### src/design/songs.mem
// Each line holds one entry with the note code in the first two hex digits and the beats last
// Songs 0, 1 and 2 take 16 lines each and note code ff ends a song
314
332
353
002
360
384
2c3
ff0
ff0
ff0
ff0
ff0
ff0
ff0
ff0
ff0
242
263
281
001
2a2
3c3
312
334
002
354
ff0
ff0
ff0
ff0
ff0
ff0
312
322
332
342
354
362
372
384
392
3a2
3b2
3c4
002
2c2
3c1
314

### src/design/buzzer_pkg.sv
package buzzer_pkg;

    ////////////////////////////////////////////////////////////
    // Song entry and inter-block structs
    ////////////////////////////////////////////////////////////

    // Octave in the high nibble, pitch 1..12 in the low nibble
    typedef struct packed {
        logic [7:0] note_code;
        logic [3:0] beats;
    } note_entry_t;

    typedef struct packed {
        logic        start;
        logic        stop;
        logic [1:0]  song;
        logic [15:0] tempo;
    } player_cmd_t;

    typedef struct packed {
        logic       playing;
        logic       done;
        logic [3:0] index;
    } player_stat_t;

    typedef struct packed {
        logic        sound;
        logic [15:0] half_period;
    } tone_cfg_t;

    typedef enum logic [2:0] {
        idle,
        fetch,
        decode,
        sound,
        finish
    } play_state_t;

    typedef enum logic [3:0] {
        key_start = 4'd0,
        key_stop  = 4'd1,
        key_other = 4'd2
    } key_cmd_t;

    ////////////////////////////////////////////////////////////
    // Register map and note constants
    ////////////////////////////////////////////////////////////

    localparam logic [3:0] reg_ctrl    = 4'h0;
    localparam logic [3:0] reg_tempo   = 4'h4;
    localparam logic [3:0] reg_status  = 4'h8;
    localparam logic [3:0] reg_lastkey = 4'hc;

    localparam int song_len = 16;

    // Octave 0 half-periods, equal-tempered steps
    localparam logic [15:0] pitch_half_period [12] = '{
        16'd240, 16'd227, 16'd214, 16'd202, 16'd190, 16'd180,
        16'd170, 16'd160, 16'd151, 16'd143, 16'd135, 16'd127
    };

endpackage

### src/design/buzzer_music.sv
module buzzer_music import buzzer_pkg::*; #(
    parameter int          debounce_cycles = 200000,
    parameter int          scan_cycles     = 50000,
    parameter logic [15:0] tempo_reset     = 16'd60000
) (
    input  logic        clk,
    input  logic        rst_n,
    input  logic        psel,
    input  logic        penable,
    input  logic        pwrite,
    input  logic [3:0]  paddr,
    input  logic [31:0] pwdata,
    output logic [31:0] prdata,
    output logic        pready,
    output logic        pslverr,
    output logic [3:0]  row,
    input  logic [3:0]  col,
    output logic        beep
);

    logic         key_valid;
    logic [3:0]   key_code;
    player_cmd_t  cmd;
    player_stat_t stat;
    logic [5:0]   rom_addr;
    note_entry_t  rom_data;
    tone_cfg_t    tone;

    ////////////////////////////////////////////////////////////
    // Keypad and register front end
    ////////////////////////////////////////////////////////////

    keypad_scan #(
        .debounce_cycles(debounce_cycles),
        .scan_cycles    (scan_cycles)
    ) keypad_scan_i (
        .clk      (clk),
        .rst_n    (rst_n),
        .col      (col),
        .row      (row),
        .key_valid(key_valid),
        .key_code (key_code)
    );

    music_regs #(
        .tempo_reset(tempo_reset)
    ) music_regs_i (
        .clk      (clk),
        .rst_n    (rst_n),
        .psel     (psel),
        .penable  (penable),
        .pwrite   (pwrite),
        .paddr    (paddr),
        .pwdata   (pwdata),
        .prdata   (prdata),
        .pready   (pready),
        .pslverr  (pslverr),
        .key_valid(key_valid),
        .key_code (key_code),
        .cmd      (cmd),
        .stat     (stat)
    );

    ////////////////////////////////////////////////////////////
    // Playback path
    ////////////////////////////////////////////////////////////

    note_player note_player_i (
        .clk     (clk),
        .rst_n   (rst_n),
        .cmd     (cmd),
        .stat    (stat),
        .rom_addr(rom_addr),
        .rom_data(rom_data),
        .tone    (tone)
    );

    song_rom song_rom_i (
        .clk (clk),
        .addr(rom_addr),
        .data(rom_data)
    );

    tone_gen tone_gen_i (
        .clk  (clk),
        .rst_n(rst_n),
        .tone (tone),
        .beep (beep)
    );

endmodule

### src/design/keypad_scan.sv
module keypad_scan #(
    parameter int debounce_cycles = 200000,
    parameter int scan_cycles     = 50000
) (
    input  logic       clk,
    input  logic       rst_n,
    input  logic [3:0] col,
    output logic [3:0] row,
    output logic       key_valid,
    output logic [3:0] key_code
);

    localparam int scan_w = $clog2(scan_cycles + 1);
    localparam int db_w   = $clog2(debounce_cycles + 1);

    logic [3:0]        col_meta;
    logic [3:0]        col_s;
    logic [3:0]        col_last;
    logic              pressed;
    logic [1:0]        row_idx;
    logic [scan_w-1:0] scan_cnt;
    logic [db_w-1:0]   db_cnt;
    logic              locked;
    logic [1:0]        col_num;

    // Two-stage synchronizer on the column pins
    always_ff @(posedge clk) begin
        if (!rst_n) begin
            col_meta <= 4'hf;
            col_s    <= 4'hf;
            col_last <= 4'hf;
        end else begin
            col_meta <= col;
            col_s    <= col_meta;
            col_last <= col_s;
        end
    end

    assign pressed = (col_s != 4'hf);
    assign row     = ~(4'b0001 << row_idx);

    // Lowest active column wins
    always_comb begin
        col_num = 2'd0;
        for (int i = 3; i >= 0; i--) begin
            if (!col_s[i]) col_num = 2'(i);
        end
    end

    // Row scan, frozen while a column is held low
    always_ff @(posedge clk) begin
        if (!rst_n) begin
            row_idx  <= 2'd0;
            scan_cnt <= '0;
        end else if (!pressed) begin
            if (scan_cnt == scan_w'(scan_cycles - 1)) begin
                scan_cnt <= '0;
                row_idx  <= row_idx + 2'd1;
            end else begin
                scan_cnt <= scan_cnt + 1'b1;
            end
        end
    end

    // Debounce and one event per press
    always_ff @(posedge clk) begin
        if (!rst_n) begin
            db_cnt    <= '0;
            locked    <= 1'b0;
            key_valid <= 1'b0;
        end else begin
            key_valid <= 1'b0;
            if (!pressed) begin
                db_cnt <= '0;
                locked <= 1'b0;
            end else if (!locked) begin
                if (col_s != col_last) begin
                    db_cnt <= '0;
                end else if (db_cnt == db_w'(debounce_cycles - 1)) begin
                    db_cnt    <= '0;
                    locked    <= 1'b1;
                    key_valid <= 1'b1;
                end else begin
                    db_cnt <= db_cnt + 1'b1;
                end
            end
        end
    end

    always_ff @(posedge clk) begin
        if (pressed && !locked && col_s == col_last) key_code <= {row_idx, col_num};
    end

endmodule

### src/design/music_regs.sv
module music_regs import buzzer_pkg::*; #(
    parameter logic [15:0] tempo_reset = 16'd60000
) (
    input  logic         clk,
    input  logic         rst_n,
    input  logic         psel,
    input  logic         penable,
    input  logic         pwrite,
    input  logic [3:0]   paddr,
    input  logic [31:0]  pwdata,
    output logic [31:0]  prdata,
    output logic         pready,
    output logic         pslverr,
    input  logic         key_valid,
    input  logic [3:0]   key_code,
    output player_cmd_t  cmd,
    input  player_stat_t stat
);

    logic        access;
    logic        wr_en;
    logic        rd_en;
    logic        mapped;
    logic        key_en_q;
    logic [1:0]  song_q;
    logic [15:0] tempo_q;
    logic        done_q;
    logic [3:0]  lastkey_q;
    logic        lastkey_vld_q;
    logic        start_q;
    logic        stop_q;
    key_cmd_t    key_kind;

    ////////////////////////////////////////////////////////////
    // APB decode
    ////////////////////////////////////////////////////////////

    assign access  = psel && penable;
    assign mapped  = (paddr == reg_ctrl) || (paddr == reg_tempo) ||
                     (paddr == reg_status) || (paddr == reg_lastkey);
    assign wr_en   = access && pwrite && mapped;
    assign rd_en   = access && !pwrite && mapped;
    assign pready  = 1'b1;
    assign pslverr = access && !mapped;

    always_comb begin
        case (paddr)
            reg_ctrl:    prdata = {27'd0, key_en_q, song_q, 2'b00};
            reg_tempo:   prdata = {16'd0, tempo_q};
            reg_status:  prdata = {24'd0, stat.index, 2'b00, done_q, stat.playing};
            reg_lastkey: prdata = {23'd0, lastkey_vld_q, 4'd0, lastkey_q};
            default:     prdata = 32'd0;
        endcase
    end

    always_comb begin
        case (key_code)
            4'd0:    key_kind = key_start;
            4'd1:    key_kind = key_stop;
            default: key_kind = key_other;
        endcase
    end

    ////////////////////////////////////////////////////////////
    // Register state
    ////////////////////////////////////////////////////////////

    always_ff @(posedge clk) begin
        if (!rst_n) begin
            key_en_q      <= 1'b1;
            song_q        <= 2'd0;
            tempo_q       <= tempo_reset;
            done_q        <= 1'b0;
            lastkey_q     <= 4'd0;
            lastkey_vld_q <= 1'b0;
            start_q       <= 1'b0;
            stop_q        <= 1'b0;
        end else begin
            // APB and key commands merge into one pulse each
            start_q <= (wr_en && paddr == reg_ctrl && pwdata[0]) ||
                       (key_en_q && key_valid && key_kind == key_start);
            stop_q  <= (wr_en && paddr == reg_ctrl && pwdata[1]) ||
                       (key_en_q && key_valid && key_kind == key_stop);
            if (wr_en && paddr == reg_ctrl) begin
                song_q   <= pwdata[3:2];
                key_en_q <= pwdata[4];
            end
            if (wr_en && paddr == reg_tempo) tempo_q <= pwdata[15:0];
            if (stat.done) begin
                done_q <= 1'b1;
            end else if (wr_en && paddr == reg_status && pwdata[1]) begin
                done_q <= 1'b0;
            end
            // New key event wins over the clear-on-read
            if (key_valid) begin
                lastkey_q     <= key_code;
                lastkey_vld_q <= 1'b1;
            end else if (rd_en && paddr == reg_lastkey) begin
                lastkey_vld_q <= 1'b0;
            end
        end
    end

    assign cmd = '{start: start_q, stop: stop_q, song: song_q, tempo: tempo_q};

endmodule

### src/design/note_player.sv
module note_player import buzzer_pkg::*; (
    input  logic         clk,
    input  logic         rst_n,
    input  player_cmd_t  cmd,
    output player_stat_t stat,
    output logic [5:0]   rom_addr,
    input  note_entry_t  rom_data,
    output tone_cfg_t    tone
);

    play_state_t state;
    logic [1:0]  song_q;
    logic [3:0]  index;
    logic [15:0] tempo_q;
    logic [15:0] cyc_cnt;
    logic [3:0]  beats_left;
    logic        mute_q;
    logic [15:0] half_period_q;
    logic [3:0]  pitch;
    logic [3:0]  octave;
    logic [3:0]  pitch_idx;
    logic        is_end;
    logic        is_rest;
    logic        beat_last;
    logic        note_last;

    ////////////////////////////////////////////////////////////
    // Entry decode
    ////////////////////////////////////////////////////////////

    assign pitch     = rom_data.note_code[3:0];
    assign octave    = rom_data.note_code[7:4];
    assign is_end    = (rom_data.note_code == 8'hff);
    // Code 0 is a rest, out-of-range pitches are muted too
    assign is_rest   = (pitch == 4'd0) || (pitch > 4'd12);
    assign pitch_idx = is_rest ? 4'd0 : pitch - 4'd1;

    assign beat_last = (cyc_cnt == tempo_q - 16'd1);
    assign note_last = beat_last && (beats_left == 4'd1);

    assign rom_addr  = {song_q, index};

    ////////////////////////////////////////////////////////////
    // Sequencer
    ////////////////////////////////////////////////////////////

    always_ff @(posedge clk) begin
        if (!rst_n) begin
            state   <= idle;
            index   <= 4'd0;
            song_q  <= 2'd0;
            tempo_q <= 16'd1;
        end else if (cmd.stop) begin
            state <= idle;
        end else begin
            case (state)
                idle: begin
                    if (cmd.start) begin
                        state   <= fetch;
                        index   <= 4'd0;
                        song_q  <= (cmd.song == 2'd3) ? 2'd0 : cmd.song;
                        tempo_q <= (cmd.tempo == 16'd0) ? 16'd1 : cmd.tempo;
                    end
                end
                fetch:  state <= decode;
                decode: state <= is_end ? finish : sound;
                sound: begin
                    if (note_last) begin
                        if (index == 4'(song_len - 1)) begin
                            state <= finish;
                        end else begin
                            index <= index + 4'd1;
                            state <= fetch;
                        end
                    end
                end
                finish:  state <= idle;
                default: state <= idle;
            endcase
        end
    end

    // Beat timer and latched pitch
    always_ff @(posedge clk) begin
        if (state == decode) begin
            half_period_q <= pitch_half_period[pitch_idx] >> octave;
            mute_q        <= is_rest;
            beats_left    <= (rom_data.beats == 4'd0) ? 4'd1 : rom_data.beats;
            cyc_cnt       <= 16'd0;
        end else if (state == sound) begin
            if (beat_last) begin
                cyc_cnt    <= 16'd0;
                beats_left <= beats_left - 4'd1;
            end else begin
                cyc_cnt <= cyc_cnt + 16'd1;
            end
        end
    end

    always_comb begin
        stat.playing     = (state != idle);
        stat.done        = (state == finish);
        stat.index       = index;
        tone.sound       = (state == sound) && !mute_q;
        tone.half_period = half_period_q;
    end

endmodule

### src/design/song_rom.sv
module song_rom import buzzer_pkg::*; (
    input  logic        clk,
    input  logic [5:0]  addr,
    output note_entry_t data
);

    localparam int depth = 3 * song_len;

    // Three songs back to back, 16 entries each
    logic [11:0] mem [depth];

    initial begin
        $readmemh("/design/src/design/songs.mem", mem);
    end

    // Registered read, data one cycle after addr
    always_ff @(posedge clk) begin
        data <= note_entry_t'(mem[addr]);
    end

endmodule

### src/design/tone_gen.sv
module tone_gen import buzzer_pkg::*; (
    input  logic      clk,
    input  logic      rst_n,
    input  tone_cfg_t tone,
    output logic      beep
);

    logic [15:0] half_cnt;
    logic        half_last;

    assign half_last = (half_cnt == tone.half_period - 16'd1);

    ////////////////////////////////////////////////////////////
    // Square wave, starts low for one half-period
    ////////////////////////////////////////////////////////////

    always_ff @(posedge clk) begin
        if (!rst_n) begin
            half_cnt <= 16'd0;
            beep     <= 1'b0;
        end else if (!tone.sound) begin
            // Held clear while silent so each note restarts cleanly
            half_cnt <= 16'd0;
            beep     <= 1'b0;
        end else if (half_last) begin
            half_cnt <= 16'd0;
            beep     <= ~beep;
        end else begin
            half_cnt <= half_cnt + 16'd1;
        end
    end

endmodule

### config.mk
export PLATFORM = sky130hd
export DESIGN_NAME = buzzer_music
export DESIGN_NICKNAME = d
export VERILOG_FILES = /design/src/design/buzzer_pkg.sv /design/src/design/buzzer_music.sv /design/src/design/keypad_scan.sv /design/src/design/music_regs.sv /design/src/design/note_player.sv /design/src/design/song_rom.sv /design/src/design/tone_gen.sv
export SDC_FILE = /design/constraint.sdc
export NUM_CORES = 1
export LEC_CHECK = 0
export BUFFER_PORTS_ARGS = -buffer_cell sky130_fd_sc_hd__buf_2
export CELL_PAD_IN_SITES_DETAIL_PLACEMENT = 1
export CELL_PAD_IN_SITES_GLOBAL_PLACEMENT = 2
export CORE_UTILIZATION = 31
export DETAILED_ROUTE_END_ITERATION = 16
export PLACE_DENSITY_LB_ADDON = 0.2
export SLEW_MARGIN = 20
export SYNTH_ARGS = -nofsm -noshare
export SYNTH_HDL_FRONTEND = slang
export SYNTH_SLANG_ARGS = --single-unit
### constraint.sdc
create_clock -name clk -period 3.4 [get_ports clk]
set_input_delay 0.17 -clock clk [delete_from_list [all_inputs] [get_ports clk]]
set_output_delay 0.17 -clock clk [all_outputs]
set_load 0.01 [all_outputs]
==> metrics.yaml <==
status: "finished, final reports clean"
cts_max_path_buffers: 2
startpoint_type: "flop"
timing.final.crit_period_ns: 3.16
rows: 51
die_h_um: 144
grt_max_degree: 65
worst-setup-path-type: "reg -> reg"
dr_wl_met2_um: 8150
syn_area_um2: 6280
slowest_stage: "or4_1"
skew_ns: 0.00696
syn_to_final_growth_pct: 19.1
cpPeakStageDelay_ns: 0.54
io_pins: 84
seq_area_frac_synth_pct: 40.8
syn_inst: 736
synth_edf_count: 8
synthFlopType: "dfxtp_1"
grt_pass1_wl_um: 27500
cts_buffers: 17
async_flop_share_pct: 0
p_per_area_nw_per_um2: 455
r2r_start: "note_player_i.tempo_q[0]"
maxCapViolCount: 0
htree_levels: 4
mostFrequentLayoutCell: "dfxtp_1"
worstSetupEndpointType: "flop"
grt.overflow.total: 0
gr-usage-all-layers_pct: 17.0
hold_viol: 0
grt_pass1_vias: 5405
syn_area_per_cell_um2: 8.54
wl_met3_um: 382
fin_crit_sh_pct: 93.1
firstDrtPassIters: 4
yosysWarnings: 0
place.gp.congestion: 0.827
viasPerCell: 4.84
die_w_um: 144
die-area_um2: 20800
ys_ff_latch: 124
clkSinkCount: 124
worst_pin_slew_ns: 0.618
port_buffers: 49
final_cell_count_no_fill: 1076
crit_family: "simple AND/OR/NAND/NOR gates"
met1_length_um: 7590
pre_cts_ws_ns: 0.165
cp.arrival_ns: 3.28
num_vias: 5208
synth_cell_types: 68
clk_latency_ns: 0.42
fmax_mhz: 316
cts_tree: "built"
final_nets: 854
clockRootBuffer: "clkbuf_16"
worstPathCellList: "inv_1 > ha_1 > or3b_2 > or4_1 > xnor2_1 > or4_4 > nor4b_4 > and2b_1 > or2_1"
drive_gt1_share_pct: 14.5
power.leakage_nw: 2.89
setup_violations: 0
place_inst: 1030
post-dp-hpwl_um: 12100
slew_headroom_pct: 58.8
irDropWorstVdd_v: 0.000342
top_layer: "met4"
cts_setup_buffers: 0
antenna_found_initial: 0
finalMaxSlewViolations: 0
drt_iter0_drc: 157
mostFrequentLayoutCells: "dfxtp_1 (116), nand2_1 (105), nor2_1 (69)"
coreArea_um2: 19700
cp-startpoint: "note_player_i.tempo_q[0]"
ant_nets: 0
hold_class: "in -> reg"
crit_buf_inv: 1
route.detailed.drc: 0
routed_wl_um: 16300
rsz0062_at_grt: "false"
cts.clk_slew.worst_paths_ns: 0.06
finalWorstSetupSlack_ns: 0.235
start_util_pct: 32.0
hp-start: "pwdata[10]"
crit_fanout: 4
wl_per_cell_um: 15.2
worstPathRequired_ns: 3.51
antenna_cells: 0
tns_ns: 0
-- cells by family after synthesis --
kind of cell	synth area share, %
AOI/OAI and AO/OA	10.2
and+or+nand+nor	29.6
buffers and inverters	5.36
adders and majority gates	2.19
other	0.120
DFF	40.8
xor gates and xnor gates	9.90
muxes	1.83
-- final cells by class --
cell class / instances / area, um2
fill: 2373 / 12200
multi-input combinational: 561 / 3450
sequential: 124 / 2560
timing repair buffer: 78 / 498
clock buffer: 17 / 425
tap: 265 / 332
clock inverter: 15 / 153
inverter: 16 / 60.1
-- through the flow --
step | util (%) | cell area [um2] | hold slack, ns | power, mW
detailed placement | 34.4 | 6760 | 0.363 | 1.65
floorplan | - | 6340 | 0.271 | 1.62
CTS | 38.0 | 7470 | 0.00146 | 3.47
global route | 38.1 | 7480 | 0.0188 | 3.55
finish | 38.1 | 7480 | 0.0144 | 3.41
global placement | 34.4 | 6760 | 0.359 | 1.65
-- registers in the layout, indices dropped and copies added (netlist names), 4 cells and up --
signal / cells
note_player_i.tempo_q: 16
keypad_scan_i.col_meta: 4
music_regs_i.lastkey_q: 4
keypad_scan_i.db_cnt: 18
note_player_i.beats_left: 4
note_player_i.cyc_cnt: 16
music_regs_i.tempo_q: 16
keypad_scan_i.col_s: 4
keypad_scan_i.scan_cnt: 16
note_player_i.index: 4
keypad_scan_i.col_last: 4
keypad_scan_i.key_code: 4
-- worst register-to-register path, cell delays in order (launching register included) --
cell	delay (ns)
dfxtp_1	0.31
inv_1	0.06
ha_1	0.15
or3b_2	0.48
or4_1	0.54
xnor2_1	0.15
or4_4	0.54
nor4b_4	0.28
and2b_1	0.18
or2_1	0.19
-- synth_stat cells (11+ instances only) --
library cell / n / area [um2]
dfxtp_1: 116 / 2320
a21boi_0: 29 / 218
xnor2_1: 35 / 307
nand4_1: 17 / 106
and3_1: 14 / 87.6
nor2b_1: 16 / 100
inv_1: 16 / 60.1
a21oi_1: 18 / 90.1
xor2_1: 36 / 315
and2_1: 13 / 81.3
ha_1: 11 / 138
buf_4: 20 / 150
nor2_1: 69 / 259
clkbuf_1: 27 / 101
nand2_1: 105 / 394
nor3_1: 25 / 125
nand2b_1: 17 / 106
o21ai_0: 13 / 65.1
nand3_1: 31 / 155
-- path summary, 6_finish.rpt --
path         cells past startpoint  slack, ns                     endpoint
max reg2reg                      9       0.24  note_player_i.beats_left[3]
min                              3       0.01     music_regs_i.tempo_q[10]
max                              9       0.24  note_player_i.beats_left[3]
min reg2reg                      1       0.41       keypad_scan_i.col_s[3]
-- report_power, final --
part / internal (mW) / switching (mW) / leakage (nW)
sequential: 1.48 / 0.0126 / 1.01
clock: 1.03 / 0.744 / 0.278
combinational: 0.0583 / 0.0805 / 1.60
-- layer usage --
| metal | up-vias | track usage [%] |
|---|---|---|
| met3 | 11 | 3.25 |
| met2 | 68 | 29.6 |
| met1 | 2524 | 20.9 |
| li1 | 2605 | - |
| met5 | - | 0 |
| met4 | 0 | 5.82 |
-- timing repair --
action                                  CTS  global route
endpoints found under the hold margin    14             0
endpoints found under the setup margin    0             1
hold buffers                             14             0
gates resized for setup                   0             1
No activity file was read; power rests on OpenSTA's default activity.
